--- config.mk ---
export PLATFORM = sky130hd
export DESIGN_NAME = modulation_scope_top
export DESIGN_NICKNAME = d
export VERILOG_FILES = /design/src/design/scope_pkg.sv /design/src/design/modulation_scope_top.sv /design/src/design/key_state_tracker.sv /design/src/design/trace_formatter.sv /design/src/design/modulator_bank.sv /design/src/design/dds_wave_gen.sv /design/src/design/symbol_source.sv
export VERILOG_INCLUDE_DIRS = /design/src /design/src/design
export SDC_FILE = /design/constraint.sdc
export NUM_CORES = 1
export LEC_CHECK = 0
export ABC_AREA = 1
export ABC_CLOCK_PERIOD_IN_PS = 2300
export BUFFER_PORTS_ARGS = -buffer_cell sky130_fd_sc_hd__clkbuf_2
export CELL_PAD_IN_SITES_DETAIL_PLACEMENT = 1
export CELL_PAD_IN_SITES_GLOBAL_PLACEMENT = 2
export CORE_MARGIN = 2
export CORE_UTILIZATION = 34
export CTS_BUF_LIST = sky130_fd_sc_hd__clkbuf_4 sky130_fd_sc_hd__clkbuf_8 sky130_fd_sc_hd__clkbuf_16
export DETAILED_ROUTE_END_ITERATION = 6
export PLACE_DENSITY_LB_ADDON = 0.1
export SYNTH_ARGS = -nofsm -noshare
export SYNTH_HDL_FRONTEND = slang
export SYNTH_SLANG_ARGS = --single-unit
--- constraint.sdc ---
create_clock -name CLK_25MHZ -period 2.3 [get_ports CLK_25MHZ]
set_input_delay 0.115 -clock CLK_25MHZ [delete_from_list [all_inputs] [get_ports CLK_25MHZ]]
set_output_delay 0.115 -clock CLK_25MHZ [all_outputs]
set_load 0.03 [all_outputs]
--- src/design/scope_macros.svh ---
`ifndef SCOPE_MACROS_SVH
`define SCOPE_MACROS_SVH

// ====================
// datapath widths
// ====================
`define SAMPLE_W      12        // waveform sample, signed
`define PHASE_W       32        // phase accumulator
`define LUT_ADDR_W    4         // quarter-wave table index, 16 entries
`define TRACE_W       8         // plot sample, offset binary

// ====================
// rates and seeds
// ====================
`define SYMBOL_DIV    64        // clocks per symbol
`define TRACE_DIV     4         // clocks per plot sample
`define LFSR_SEED     5'b00001

// ====================
// keyboard events
// ====================
`define KEY_COUNT     8

// make codes follow the set 2 scan codes
`define SC_MAKE_1             8'h16
`define SC_MAKE_2             8'h1E
`define SC_MAKE_3             8'h26
`define SC_MAKE_4             8'h25
`define SC_MAKE_LEFT_ARROW    8'h6B
`define SC_MAKE_RIGHT_ARROW   8'h74
`define SC_MAKE_UP_ARROW      8'h75
`define SC_MAKE_DOWN_ARROW    8'h72

// break = make with bit 7 set
`define SC_BREAK_1            8'h96
`define SC_BREAK_2            8'h9E
`define SC_BREAK_3            8'hA6
`define SC_BREAK_4            8'hA5
`define SC_BREAK_LEFT_ARROW   8'hEB
`define SC_BREAK_RIGHT_ARROW  8'hF4
`define SC_BREAK_UP_ARROW     8'hF5
`define SC_BREAK_DOWN_ARROW   8'hF2

`endif
--- src/design/scope_pkg.sv ---
`include "scope_macros.svh"

package scope_pkg;

   typedef logic signed [`SAMPLE_W-1:0] sample_t;
   typedef logic [`PHASE_W-1:0] phase_t;

   // full scale levels
   localparam sample_t SAMPLE_MAX = sample_t'((1 << (`SAMPLE_W-1)) - 1);   // +2047
   localparam sample_t SAMPLE_MIN = sample_t'(1 << (`SAMPLE_W-1));         // -2048

   typedef struct packed {
      sample_t sin;
      sample_t cos;
      sample_t squ;
      sample_t saw;
   } wave_set_t;

   typedef struct packed {
      sample_t ask;
      sample_t sine;
      sample_t bpsk;
      sample_t lfsr;
      sample_t qpsk;
   } mod_set_t;

   typedef struct packed {
      logic b1;   // lfsr bit 4
      logic b0;   // lfsr bit 0
   } symbol_t;

   typedef enum logic [2:0] {ASK, SINE, BPSK, LFSR, QPSK} mod_sel_e;
   typedef enum logic [1:0] {SIN, COS, SAW, SQU} wave_sel_e;

   typedef struct packed {
      mod_sel_e  mod_sel;
      wave_sel_e wave_sel;
      phase_t    phase_inc;
   } scope_ctrl_t;

   typedef struct packed {
      logic       strobe;
      logic [7:0] code;
   } kbd_event_t;

   typedef struct packed {
      logic key_1;
      logic key_2;
      logic key_3;
      logic key_4;
      logic left;
      logic right;
      logic up;
      logic down;
   } key_flags_t;

   typedef struct packed {
      logic                valid;
      logic [`TRACE_W-1:0] modulated;
      logic [`TRACE_W-1:0] plain;
   } trace_t;

   // sine at bin centres of the first quadrant
   localparam sample_t SINE_QUARTER [0:(1 << `LUT_ADDR_W)-1] = '{
      12'sd100,  12'sd300,  12'sd497,  12'sd690,
      12'sd875,  12'sd1052, 12'sd1219, 12'sd1375,
      12'sd1517, 12'sd1644, 12'sd1756, 12'sd1850,
      12'sd1927, 12'sd1986, 12'sd2025, 12'sd2045
   };

endpackage

--- src/design/modulation_scope_top.sv ---
`timescale 1ns/1ps

module modulation_scope_top import scope_pkg::*;
(
   input  logic        CLK_25MHZ,
   input  logic        reset_from_key,
   input  kbd_event_t  kbd_event,
   input  scope_ctrl_t scope_ctrl,
   output key_flags_t  key_flags,
   output trace_t      trace
);

   symbol_t   symbol;
   wave_set_t waves;
   wave_set_t waves_d;     // plain path, one cycle behind
   mod_set_t  mods;

   // ====================
   // modulation pipeline
   // ====================
   symbol_source symbol_source_i (
      .CLK_25MHZ      (CLK_25MHZ),
      .reset_from_key (reset_from_key),
      .symbol         (symbol)
   );

   dds_wave_gen dds_wave_gen_i (
      .CLK_25MHZ      (CLK_25MHZ),
      .reset_from_key (reset_from_key),
      .phase_inc      (scope_ctrl.phase_inc),
      .waves          (waves),
      .waves_d        (waves_d)
   );

   modulator_bank modulator_bank_i (
      .CLK_25MHZ      (CLK_25MHZ),
      .reset_from_key (reset_from_key),
      .waves          (waves),
      .symbol         (symbol),
      .mods           (mods)
   );

   trace_formatter trace_formatter_i (
      .CLK_25MHZ      (CLK_25MHZ),
      .reset_from_key (reset_from_key),
      .mods           (mods),
      .waves_d        (waves_d),
      .mod_sel        (scope_ctrl.mod_sel),
      .wave_sel       (scope_ctrl.wave_sel),
      .trace          (trace)
   );

   // keyboard branch, independent of the scope path
   key_state_tracker key_state_tracker_i (
      .CLK_25MHZ      (CLK_25MHZ),
      .reset_from_key (reset_from_key),
      .kbd_event      (kbd_event),
      .key_flags      (key_flags)
   );

endmodule

--- src/design/key_state_tracker.sv ---
`timescale 1ns/1ps
`include "scope_macros.svh"

module key_state_tracker import scope_pkg::*;
(
   input  logic       CLK_25MHZ,
   input  logic       reset_from_key,
   input  kbd_event_t kbd_event,
   output key_flags_t key_flags
);

   // msb first, same order as key_flags_t
   localparam logic [7:0] MAKE_CODES [`KEY_COUNT-1:0] = '{
      `SC_MAKE_1, `SC_MAKE_2, `SC_MAKE_3, `SC_MAKE_4,
      `SC_MAKE_LEFT_ARROW, `SC_MAKE_RIGHT_ARROW,
      `SC_MAKE_UP_ARROW, `SC_MAKE_DOWN_ARROW
   };
   localparam logic [7:0] BREAK_CODES [`KEY_COUNT-1:0] = '{
      `SC_BREAK_1, `SC_BREAK_2, `SC_BREAK_3, `SC_BREAK_4,
      `SC_BREAK_LEFT_ARROW, `SC_BREAK_RIGHT_ARROW,
      `SC_BREAK_UP_ARROW, `SC_BREAK_DOWN_ARROW
   };

   logic [`KEY_COUNT-1:0] held;

   always_ff @(posedge CLK_25MHZ)
   begin
      if (reset_from_key)
      begin
         held <= '0;
      end
      else if (kbd_event.strobe)
      begin
         for (int i = 0; i < `KEY_COUNT; i++)
         begin
            if (kbd_event.code == MAKE_CODES[i])
               held[i] <= 1'b1;
            else if (kbd_event.code == BREAK_CODES[i])
               held[i] <= 1'b0;
         end
      end
   end

   assign key_flags = held;

   a_flags_hold: assert property (@(posedge CLK_25MHZ) disable iff (reset_from_key)
      !kbd_event.strobe |=> $stable(key_flags));

endmodule

--- src/design/trace_formatter.sv ---
`timescale 1ns/1ps
`include "scope_macros.svh"

module trace_formatter import scope_pkg::*;
#(
   parameter int TRACE_DIV = `TRACE_DIV
)
(
   input  logic      CLK_25MHZ,
   input  logic      reset_from_key,
   input  mod_set_t  mods,
   input  wave_set_t waves_d,
   input  mod_sel_e  mod_sel,
   input  wave_sel_e wave_sel,
   output trace_t    trace
);

   localparam int CNT_W = (TRACE_DIV > 1) ? $clog2(TRACE_DIV) : 1;

   logic [CNT_W-1:0]    dec_count;
   logic                take;
   logic                valid_q;
   logic [`TRACE_W-1:0] mod_q;
   logic [`TRACE_W-1:0] plain_q;
   sample_t             mod_pick;
   sample_t             plain_pick;

   // top bits to offset binary
   function automatic logic [`TRACE_W-1:0] to_plot(input sample_t s);
      return {~s[`SAMPLE_W-1], s[`SAMPLE_W-2 -: `TRACE_W-1]};
   endfunction

   always_comb
   begin
      case (mod_sel)
         ASK:     mod_pick = mods.ask;
         BPSK:    mod_pick = mods.bpsk;
         LFSR:    mod_pick = mods.lfsr;
         QPSK:    mod_pick = mods.qpsk;
         default: mod_pick = mods.sine;
      endcase
      case (wave_sel)
         SIN:     plain_pick = waves_d.sin;
         COS:     plain_pick = waves_d.cos;
         SAW:     plain_pick = waves_d.saw;
         default: plain_pick = waves_d.squ;
      endcase
   end

   // ====================
   // decimation
   // ====================
   assign take = (dec_count == CNT_W'(TRACE_DIV - 1));

   always_ff @(posedge CLK_25MHZ)
   begin
      if (reset_from_key)
      begin
         dec_count <= '0;
         valid_q   <= 1'b0;
      end
      else
      begin
         dec_count <= take ? '0 : dec_count + 1'b1;
         valid_q   <= take;
      end
   end

   always_ff @(posedge CLK_25MHZ)
   begin
      if (take)
      begin
         mod_q   <= to_plot(mod_pick);
         plain_q <= to_plot(plain_pick);   // held until next strobe
      end
   end

   assign trace = '{valid: valid_q, modulated: mod_q, plain: plain_q};

   a_valid_single: assert property (@(posedge CLK_25MHZ) disable iff (reset_from_key)
      (TRACE_DIV > 1) && trace.valid |=> !trace.valid);

endmodule

--- src/design/modulator_bank.sv ---
`timescale 1ns/1ps
`include "scope_macros.svh"

module modulator_bank import scope_pkg::*;
(
   input  logic      CLK_25MHZ,
   input  logic      reset_from_key,
   input  wave_set_t waves,
   input  symbol_t   symbol,
   output mod_set_t  mods
);

   sample_t qpsk_next;

   // ====================
   // qpsk constellation
   // ====================
   always_comb
   begin
      case ({symbol.b1, symbol.b0})
         2'b00:   qpsk_next = waves.sin;
         2'b01:   qpsk_next = waves.cos;
         2'b11:   qpsk_next = ~waves.sin;
         default: qpsk_next = ~waves.cos;   // 10
      endcase
   end

   always_ff @(posedge CLK_25MHZ)
   begin
      if (reset_from_key)
      begin
         mods <= '0;
      end
      else
      begin
         mods.ask  <= symbol.b0 ? waves.sin : sample_t'(0);   // on/off keying
         mods.sine <= waves.sin;                              // unmodulated carrier
         mods.bpsk <= symbol.b0 ? waves.sin : ~waves.sin;
         mods.lfsr <= symbol.b0 ? SAMPLE_MAX : SAMPLE_MIN;
         mods.qpsk <= qpsk_next;
      end
   end

endmodule

--- src/design/dds_wave_gen.sv ---
`timescale 1ns/1ps
`include "scope_macros.svh"

module dds_wave_gen import scope_pkg::*;
(
   input  logic      CLK_25MHZ,
   input  logic      reset_from_key,
   input  phase_t    phase_inc,
   output wave_set_t waves,
   output wave_set_t waves_d
);

   localparam int ADDR_W = `LUT_ADDR_W + 2;   // quadrant + table index

   phase_t            phase;
   logic [ADDR_W-1:0] sin_addr;
   logic [ADDR_W-1:0] cos_addr;
   wave_set_t         waves_next;

   // ====================
   // phase accumulator
   // ====================
   always_ff @(posedge CLK_25MHZ)
   begin
      if (reset_from_key)
         phase <= '0;
      else
         phase <= phase + phase_inc;
   end

   // quarter-wave table unfolded over four quadrants
   function automatic sample_t wave_lookup(input logic [ADDR_W-1:0] addr);
      logic [1:0]             quad;
      logic [`LUT_ADDR_W-1:0] idx;
      quad = addr[ADDR_W-1 -: 2];
      idx  = addr[`LUT_ADDR_W-1:0];
      case (quad)
         2'd0:    return SINE_QUARTER[idx];
         2'd1:    return SINE_QUARTER[~idx];    // mirrored
         2'd2:    return -SINE_QUARTER[idx];
         default: return -SINE_QUARTER[~idx];
      endcase
   endfunction

   assign sin_addr = phase[`PHASE_W-1 -: ADDR_W];
   assign cos_addr = sin_addr + ADDR_W'(1 << `LUT_ADDR_W);   // quarter turn ahead

   always_comb
   begin
      waves_next.sin = wave_lookup(sin_addr);
      waves_next.cos = wave_lookup(cos_addr);
      waves_next.squ = phase[`PHASE_W-1] ? SAMPLE_MIN : SAMPLE_MAX;
      // top bits, msb flipped to make it signed
      waves_next.saw = {~phase[`PHASE_W-1], phase[`PHASE_W-2 -: `SAMPLE_W-1]};
   end

   // ====================
   // output registers
   // ====================
   always_ff @(posedge CLK_25MHZ)
   begin
      waves   <= waves_next;
      waves_d <= waves;     // lines up with the modulator stage
   end

endmodule

--- src/design/symbol_source.sv ---
`timescale 1ns/1ps
`include "scope_macros.svh"

module symbol_source import scope_pkg::*;
#(
   parameter int SYMBOL_DIV = `SYMBOL_DIV
)
(
   input  logic    CLK_25MHZ,
   input  logic    reset_from_key,
   output symbol_t symbol
);

   localparam int         CNT_W     = (SYMBOL_DIV > 1) ? $clog2(SYMBOL_DIV) : 1;
   localparam logic [4:0] LFSR_INIT = `LFSR_SEED;

   logic [CNT_W-1:0] div_count;
   logic             sym_strobe;
   logic [4:0]       lfsr;
   logic [4:0]       lfsr_next;

   assign sym_strobe = (div_count == CNT_W'(SYMBOL_DIV - 1));
   assign lfsr_next  = {lfsr[3:0], lfsr[4] ^ lfsr[2]};   // taps 4 and 2

   // ====================
   // symbol rate divider
   // ====================
   always_ff @(posedge CLK_25MHZ)
   begin
      if (reset_from_key)
         div_count <= '0;
      else if (sym_strobe)
         div_count <= '0;
      else
         div_count <= div_count + 1'b1;
   end

   // lfsr and symbol move together
   always_ff @(posedge CLK_25MHZ)
   begin
      if (reset_from_key)
      begin
         lfsr   <= LFSR_INIT;
         symbol <= '{b1: LFSR_INIT[4], b0: LFSR_INIT[0]};
      end
      else if (sym_strobe)
      begin
         lfsr   <= lfsr_next;
         symbol <= '{b1: lfsr_next[4], b0: lfsr_next[0]};   // new bits, same edge
      end
   end

   // all-zero state would lock up
   a_lfsr_nonzero: assert property (@(posedge CLK_25MHZ) disable iff (reset_from_key)
      lfsr != '0);

   a_symbol_on_strobe: assert property (@(posedge CLK_25MHZ) disable iff (reset_from_key)
      !$stable(symbol) |-> $past(sym_strobe));

endmodule

==> impl_metrics.ini, run 1 <==
[critical_path]
critPathMaxStageDelay_ns = 0.47
worstPathArrival_ns = 2.35
required_ns = 2.67
cpMostUsedCell = nand3_1
cp-end-kind = register
start_kind = register
critPathSlowestCell = fa_1
critPathKind = register to register
critPathMaxFanout = 4
cp_top_family = simple AND/OR/NAND/NOR gates
rrSetupSlack_ns = 0.32
path_buf_inv = 1
worstPathCellList = ha_1 -> fa_1 -> nand3_1 -> nand3_1 -> nand2_1 -> nand3_1 -> nand2_1 -> nand3_1 -> nand2_1 -> inv_1 -> nor2_1
critPathLaunch = dds_wave_gen_i.phase[0]$_SDFF_PP0_
r2r-start = dds_wave_gen_i.phase[0]$_SDFF_PP0_

[clocking]
cts_htree_levels = 4
cts_tree = built
clkLatencyLatePin_ns = 0.43
numCtsBuffers = 17
cts_sinks = 154
clock_path_buffers = 2
path_clk_slew_ns = 0.07
root_buffer = clkbuf_16

[global_routing]
grt_overflow = 0
grt_pass1_wl_um = 37320
grt_max_degree = 29
grt_usage_pct = 19.03
grt_pass1_vias = 7227
grt_antenna_before_repair = 0

[cells_and_area]
drive_gt1_share_pct = 13.69
nNetsFinal = 1326
fillers = 2997
layout_commonest_cell = nand2_1
mostFrequentLayoutCells = 355 x nand2_1, 173 x inv_1, 138 x dfxtp_1, 116 x nor2_1, 73 x a21oi_1
final_util_pct = 40.12
n_antenna_cell = 0
area_growth_syn_to_layout_pct = 16.16

[synth]
ys_ff_latch = 154
syn-cell-area_um2 = 8108
synth_edf_count = 16
yosys_warnings = 0
async_flop_share_pct = 0
ys.flop_type = dfxtp_1
yosysUniqueCellTypes = 51
synthCells = 1152
synth_fp_nets = 1242
seq_area_frac_synth_pct = 40.00
syn_area_per_cell_um2 = 7.038

[place]
gp_congestion = 0.7948
dpl.hpwl_um = 18210
numPortBuffers = 72

[sta]
rsz0062_at_grt = no
fmax_mhz = 505.1
tightest_slew_ns = 0.6586
relSlewSlack_pct = 55.93
period_minus_slack_ns = 1.980
final_max_slew_viol_count = 0
fin_crit_sh_pct = 86.07
setup_violations = 0
fin_skew_ns = 0.01275
fin_tns_setup_ns = 0
finalHoldViolations = 0

[route]
vias = 7287
wl_um = 22620
vias_per_cell = 4.647
wl_per_cell_um = 14.43
drt.antenna.violating_nets = 0
drc = 0
dr.pass1.iters = 5
drt_iter0_drc = 292

[power]
p_per_area_nw_per_um2 = 1252
leakage_nw = 4.713
ir_worst_vdd_v = 0.0004820
fin_total_pwr_mw = 11.79

[worst_hold_path]
hp-start = scope_ctrl[0]
hold_path.class = input port to register

[floorplan]
die_area_um2 = 25100
std_cell_rows = 56
coreArea_um2 = 23470
die_w_um = 158.4
initial_core_util_pct = 34.54
die_h_um = 158.4
ios = 73

[flow_run]
max_cap_viol_count = 0

[run_status]
status = finished, final reports clean
[layer usage]
metal,vias up,routed length [um],track usage [%]
met5,-,0,0
li1,3843,-,-
met2,75,10080,30.75
met4,0,262,5.234
met3,16,487,2.831
met1,3353,11790,26.47
[synthesized netlist by cell type (all sizes together), types with 2 or more instances]
cell / n / area [um2]
clkbuf: 9 / 43.79
inv: 181 / 681.9
o221ai: 8 / 70.07
nand4: 21 / 131.4
xnor2: 3 / 26.28
nand2: 371 / 1438
o21ai: 43 / 226.5
a21o: 2 / 15.01
o211ai: 3 / 27.52
nor2: 124 / 490.5
o21a: 3 / 22.52
buf: 11 / 82.58
nor3b: 2 / 15.01
o2111ai: 9 / 78.83
a31oi: 2 / 12.51
and2: 3 / 18.77
nand3: 53 / 320.3
o22ai: 2 / 12.51
o21bai: 3 / 22.52
a41oi: 7 / 61.31
ha: 41 / 513.0
a21oi: 76 / 391.6
nor3: 9 / 70.07
dfxtp: 138 / 2763
or2: 4 / 25.03
edfxtp: 16 / 480.5
[cell families (layout without fill, tap and decap cells)]
| family | count (synthesis) | count (layout) | share of synthesized area (%) |
|---|---|---|---|
| AOI/OAI and AO/OA | 161 | 161 | 11.88 |
| DFF | 154 | 154 | 40.00 |
| buffers and inverters | 202 | 299 | 10.02 |
| adders and majority gates | 42 | 42 | 6.574 |
| and+or+nand+nor | 589 | 589 | 31.10 |
| xor gates and xnor gates | 4 | 4 | 0.4322 |
[final timing paths]
check	end	cells after the start
worst max-delay path	dds_wave_gen_i.phase[24]$_SDFF_PP0_	11
worst min-delay path	dds_wave_gen_i.phase[0]$_SDFF_PP0_	4
worst max register to register	dds_wave_gen_i.phase[24]$_SDFF_PP0_	11
worst min register to register	dds_wave_gen_i.waves_d[22]$_DFF_P_	0
[sequential cells by signal, summed over array words and instances (netlist names)]
signal                         flops
key_state_tracker_i.key_flags      8
modulator_bank_i.mods             34
dds_wave_gen_i.waves              25
dds_wave_gen_i.phase              32
trace_formatter_i.plain_q          8
trace_formatter_i.mod_q            8
symbol_source_i.lfsr               5
trace_formatter_i.dec_count        2
trace_formatter_i.valid_q          1
symbol_source_i.div_count          6
dds_wave_gen_i.waves_d            25
[what timing repair did]
item,in CTS,in global routing
hold buffers,1,0
buffers inserted,0,0
resized for setup,0,0
endpoints found under the hold margin,1,0
[worst register-to-register path: stages (launching register included)]
cell and delay (ns):
dfxtp_1 0.30, ha_1 0.24, fa_1 0.47, nand3_1 0.12
nand3_1 0.17, nand2_1 0.11, nand3_1 0.13, nand2_1 0.12
nand3_1 0.08, nand2_1 0.07, inv_1 0.04, nor2_1 0.08
[power by group]
group | internal (mW) | switching (mW) | leakage, nW | total, mW
combinational | 1.66 | 3.29 | 3.14 | 4.95
clock | 1.53 | 1.26 | 0.281 | 2.80
sequential | 3.60 | 0.440 | 1.29 | 4.04
[per-stage QoR]
stage | setup slack, ns | cells | hold slack, ns | area, um2
after global placement | 0.3435 | 1535 | 0.3108 | 8831
after floorplan | 0.6146 | 1152 | 0.1989 | 8108
after global routing | 0.04596 | 1568 | 0.03002 | 9418
after CTS | 0.2932 | 1568 | 0.0001520 | 9418
after detailed placement | 0.3090 | 1535 | 0.3135 | 8831
final | 0.3203 | 1568 | 0.01441 | 9418
[cell type report]
cell class | instances | area [um2] | area share [%]
clock buffers | 17 | 425.4 | 4.517
clock inverters | 15 | 151.4 | 1.608
inverters | 182 | 685.7 | 7.280
multi-input cells | 796 | 4053 | 43.03
flip-flops and latches | 154 | 3243 | 34.44
well taps | 319 | 399.1 | 4.238
repair buffers | 85 | 460.4 | 4.889
Note: power is estimated with default switching activity, not from simulation.
==> inputs of run 2 (changes only) <==
--- a/config.mk
+++ b/config.mk
@@ -12,10 +12,11 @@
 export CELL_PAD_IN_SITES_DETAIL_PLACEMENT = 1
 export CELL_PAD_IN_SITES_GLOBAL_PLACEMENT = 2
 export CORE_MARGIN = 2
-export CORE_UTILIZATION = 34
+export CORE_UTILIZATION = 35
 export CTS_BUF_LIST = sky130_fd_sc_hd__clkbuf_4 sky130_fd_sc_hd__clkbuf_8 sky130_fd_sc_hd__clkbuf_16
 export DETAILED_ROUTE_END_ITERATION = 6
 export PLACE_DENSITY_LB_ADDON = 0.1
 export SYNTH_ARGS = -nofsm -noshare
 export SYNTH_HDL_FRONTEND = slang
+export SYNTH_HIERARCHICAL = 1
 export SYNTH_SLANG_ARGS = --single-unit
==> impl_metrics.ini, run 2 <==
[run_status]
status = finished, final reports clean

[route]
drt.antenna.violating_nets = 0
wl_um = 23410
wl_per_cell_um = 14.48
vias_per_cell = 4.670
wl_met1_um = 11720
vias = 7551
wl_met2_um = 10970
drt_iter0_drc = 313
highest_layer = met4
dr.pass1.iters = 4
drc = 0
met3_wirelength_um = 563

[sta]
rsz0062_at_grt = no
tightest_slew_ns = 0.9173
period_minus_slack_ns = 2.103
relSlewSlack_pct = 38.85
fin_tns_setup_ns = 0
setup_violations = 0
fmax_mhz = 475.6
fin_crit_sh_pct = 91.42
finalHoldViolations = 0
final_max_slew_viol_count = 0
fin_skew_ns = 0.01724

[floorplan]
initial_core_util_pct = 35.85
die_h_um = 159.3
die_w_um = 159.3
die_area_um2 = 25370
ios = 73
coreArea_um2 = 23540
std_cell_rows = 56

[critical_path]
cpMostUsedCell = nand2_1
critPathKind = register to register
worst-path-stages = 13
critPathSlowestCell = fa_1
worstPathArrival_ns = 2.47
critPathMaxFanout = 5
path_buf_inv = 0
cp_top_family = simple AND/OR/NAND/NOR gates
required_ns = 2.67
cp-end-kind = register
r2r_cells = 13
worstPathCellList = ha_1 -> fa_1 -> nand2_1 -> nand2_1 -> o21ai_2 -> o21ai_0 -> nand2_1 -> nand2_1 -> nand2_1 -> nand2_1 -> nand2_1 -> nand2_1 -> nor2_1
start_kind = register
critPathMaxStageDelay_ns = 0.43

[global_routing]
grt_usage_pct = 18.94
grt_max_degree = 33
grt_pass1_wl_um = 39050
grt_overflow = 0
grt_pass1_vias = 7622
grt_antenna_before_repair = 0

[place]
dpl.hpwl_um = 18570
gp_congestion = 0.8219
placed_area_um2 = 8992
numPortBuffers = 72

[cells_and_area]
mostFrequentLayoutCells = 365 x nand2_1, 154 x nor2_1, 136 x dfxtp_1, 132 x inv_1, 79 x a21oi_1
reg_top3 = modulator_bank_i/mods: 34 flops, dds_wave_gen_i/phase: 32 flops
n_antenna_cell = 0
area_growth_syn_to_layout_pct = 13.70
largest_register_ff_count = 34
final_area_um2 = 9595
nNetsFinal = 1377
top_register = modulator_bank_i/mods
layout_commonest_cell = nand2_1
drive_gt1_share_pct = 13.10

[clocking]
numCtsBuffers = 17
path_clk_slew_ns = 0.08
root_buffer = clkbuf_16
clkLatencyLatePin_ns = 0.43
cts_sinks = 154
clock_path_buffers = 2
cts_tree = built
cts_setup_buffers = 0
cts_htree_levels = 4

[synth]
syn-cell-area_um2 = 8439
synth_fp_nets = 1318
synthCells = 1226
syn_area_per_cell_um2 = 6.884
yosys_warnings = 6

[power]
leakage_nw = 4.613
ir_worst_vdd_v = 0.0006196
p_per_area_nw_per_um2 = 1260

[worst_hold_path]
hold_path.class = input port to register
whs_path_depth = 4

[flow_run]
max_cap_viol_count = 0
[run 2: per-layer routing]
metal	up-vias	track usage [%]
li1	4022	-
met1	3445	25.40
met2	70	32.23
met3	14	3.230
met4	0	3.719
met5	-	0
[run 2: worst register-to-register path, stage by stage (launching register included)]
cell	delay, ns
dfxtp_1	0.30
ha_1	0.21
fa_1	0.43
nand2_1	0.12
nand2_1	0.07
o21ai_2	0.12
o21ai_0	0.21
nand2_1	0.10
nand2_1	0.11
nand2_1	0.08
nand2_1	0.07
nand2_1	0.07
nand2_1	0.05
nor2_1	0.10
[run 2: path summary, 6_finish.rpt]
check                                                         from                                  end  slack (ns)
worst min register to register    dds_wave_gen_i/waves[10]$_DFF_P_   dds_wave_gen_i/waves_d[10]$_DFF_P_        0.32
worst min-delay path                                 scope_ctrl[0]   dds_wave_gen_i/phase[0]$_SDFF_PP0_        0.03
worst max-delay path            dds_wave_gen_i/phase[0]$_SDFF_PP0_  dds_wave_gen_i/phase[22]$_SDFF_PP0_        0.20
worst max register to register  dds_wave_gen_i/phase[0]$_SDFF_PP0_  dds_wave_gen_i/phase[22]$_SDFF_PP0_        0.20
[run 2: layout make-up]
cell class              instances  area, um2
clock inverters                15      168.9
inverters                     145      544.3
fillers                      3078      13950
flip-flops and latches        154       3246
clock buffers                  17      425.4
well taps                     319      399.1
repair buffers                 87      473.0
multi-input cells             880       4339
[run 2: timing repair]
item,in CTS,in global routing
hold buffers,0,0
endpoints found under the setup margin,0,6
gates resized for setup,0,5
[run 2: through the flow]
step,hold WS (ns),util [%],std cells,setup WS [ns],total power [mW]
final,0.03196,40.76,1617,0.1974,12.09
after global routing,0.04529,40.76,1617,0.02519,13.23
after CTS,0.01439,40.72,1617,0.1376,12.21
after detailed placement,0.3135,38.20,1585,0.1590,9.372
after global placement,0.3107,38.20,1585,0.1999,9.307
after floorplan,0.1861,-,1226,0.2889,7.901
[run 2: where the power goes]
part	switching (mW)	leakage, nW	internal [mW]
combinational	3.50	3.04	1.70
clock	1.32	0.283	1.46
sequential	0.518	1.29	3.60
total	5.33	4.61	6.76
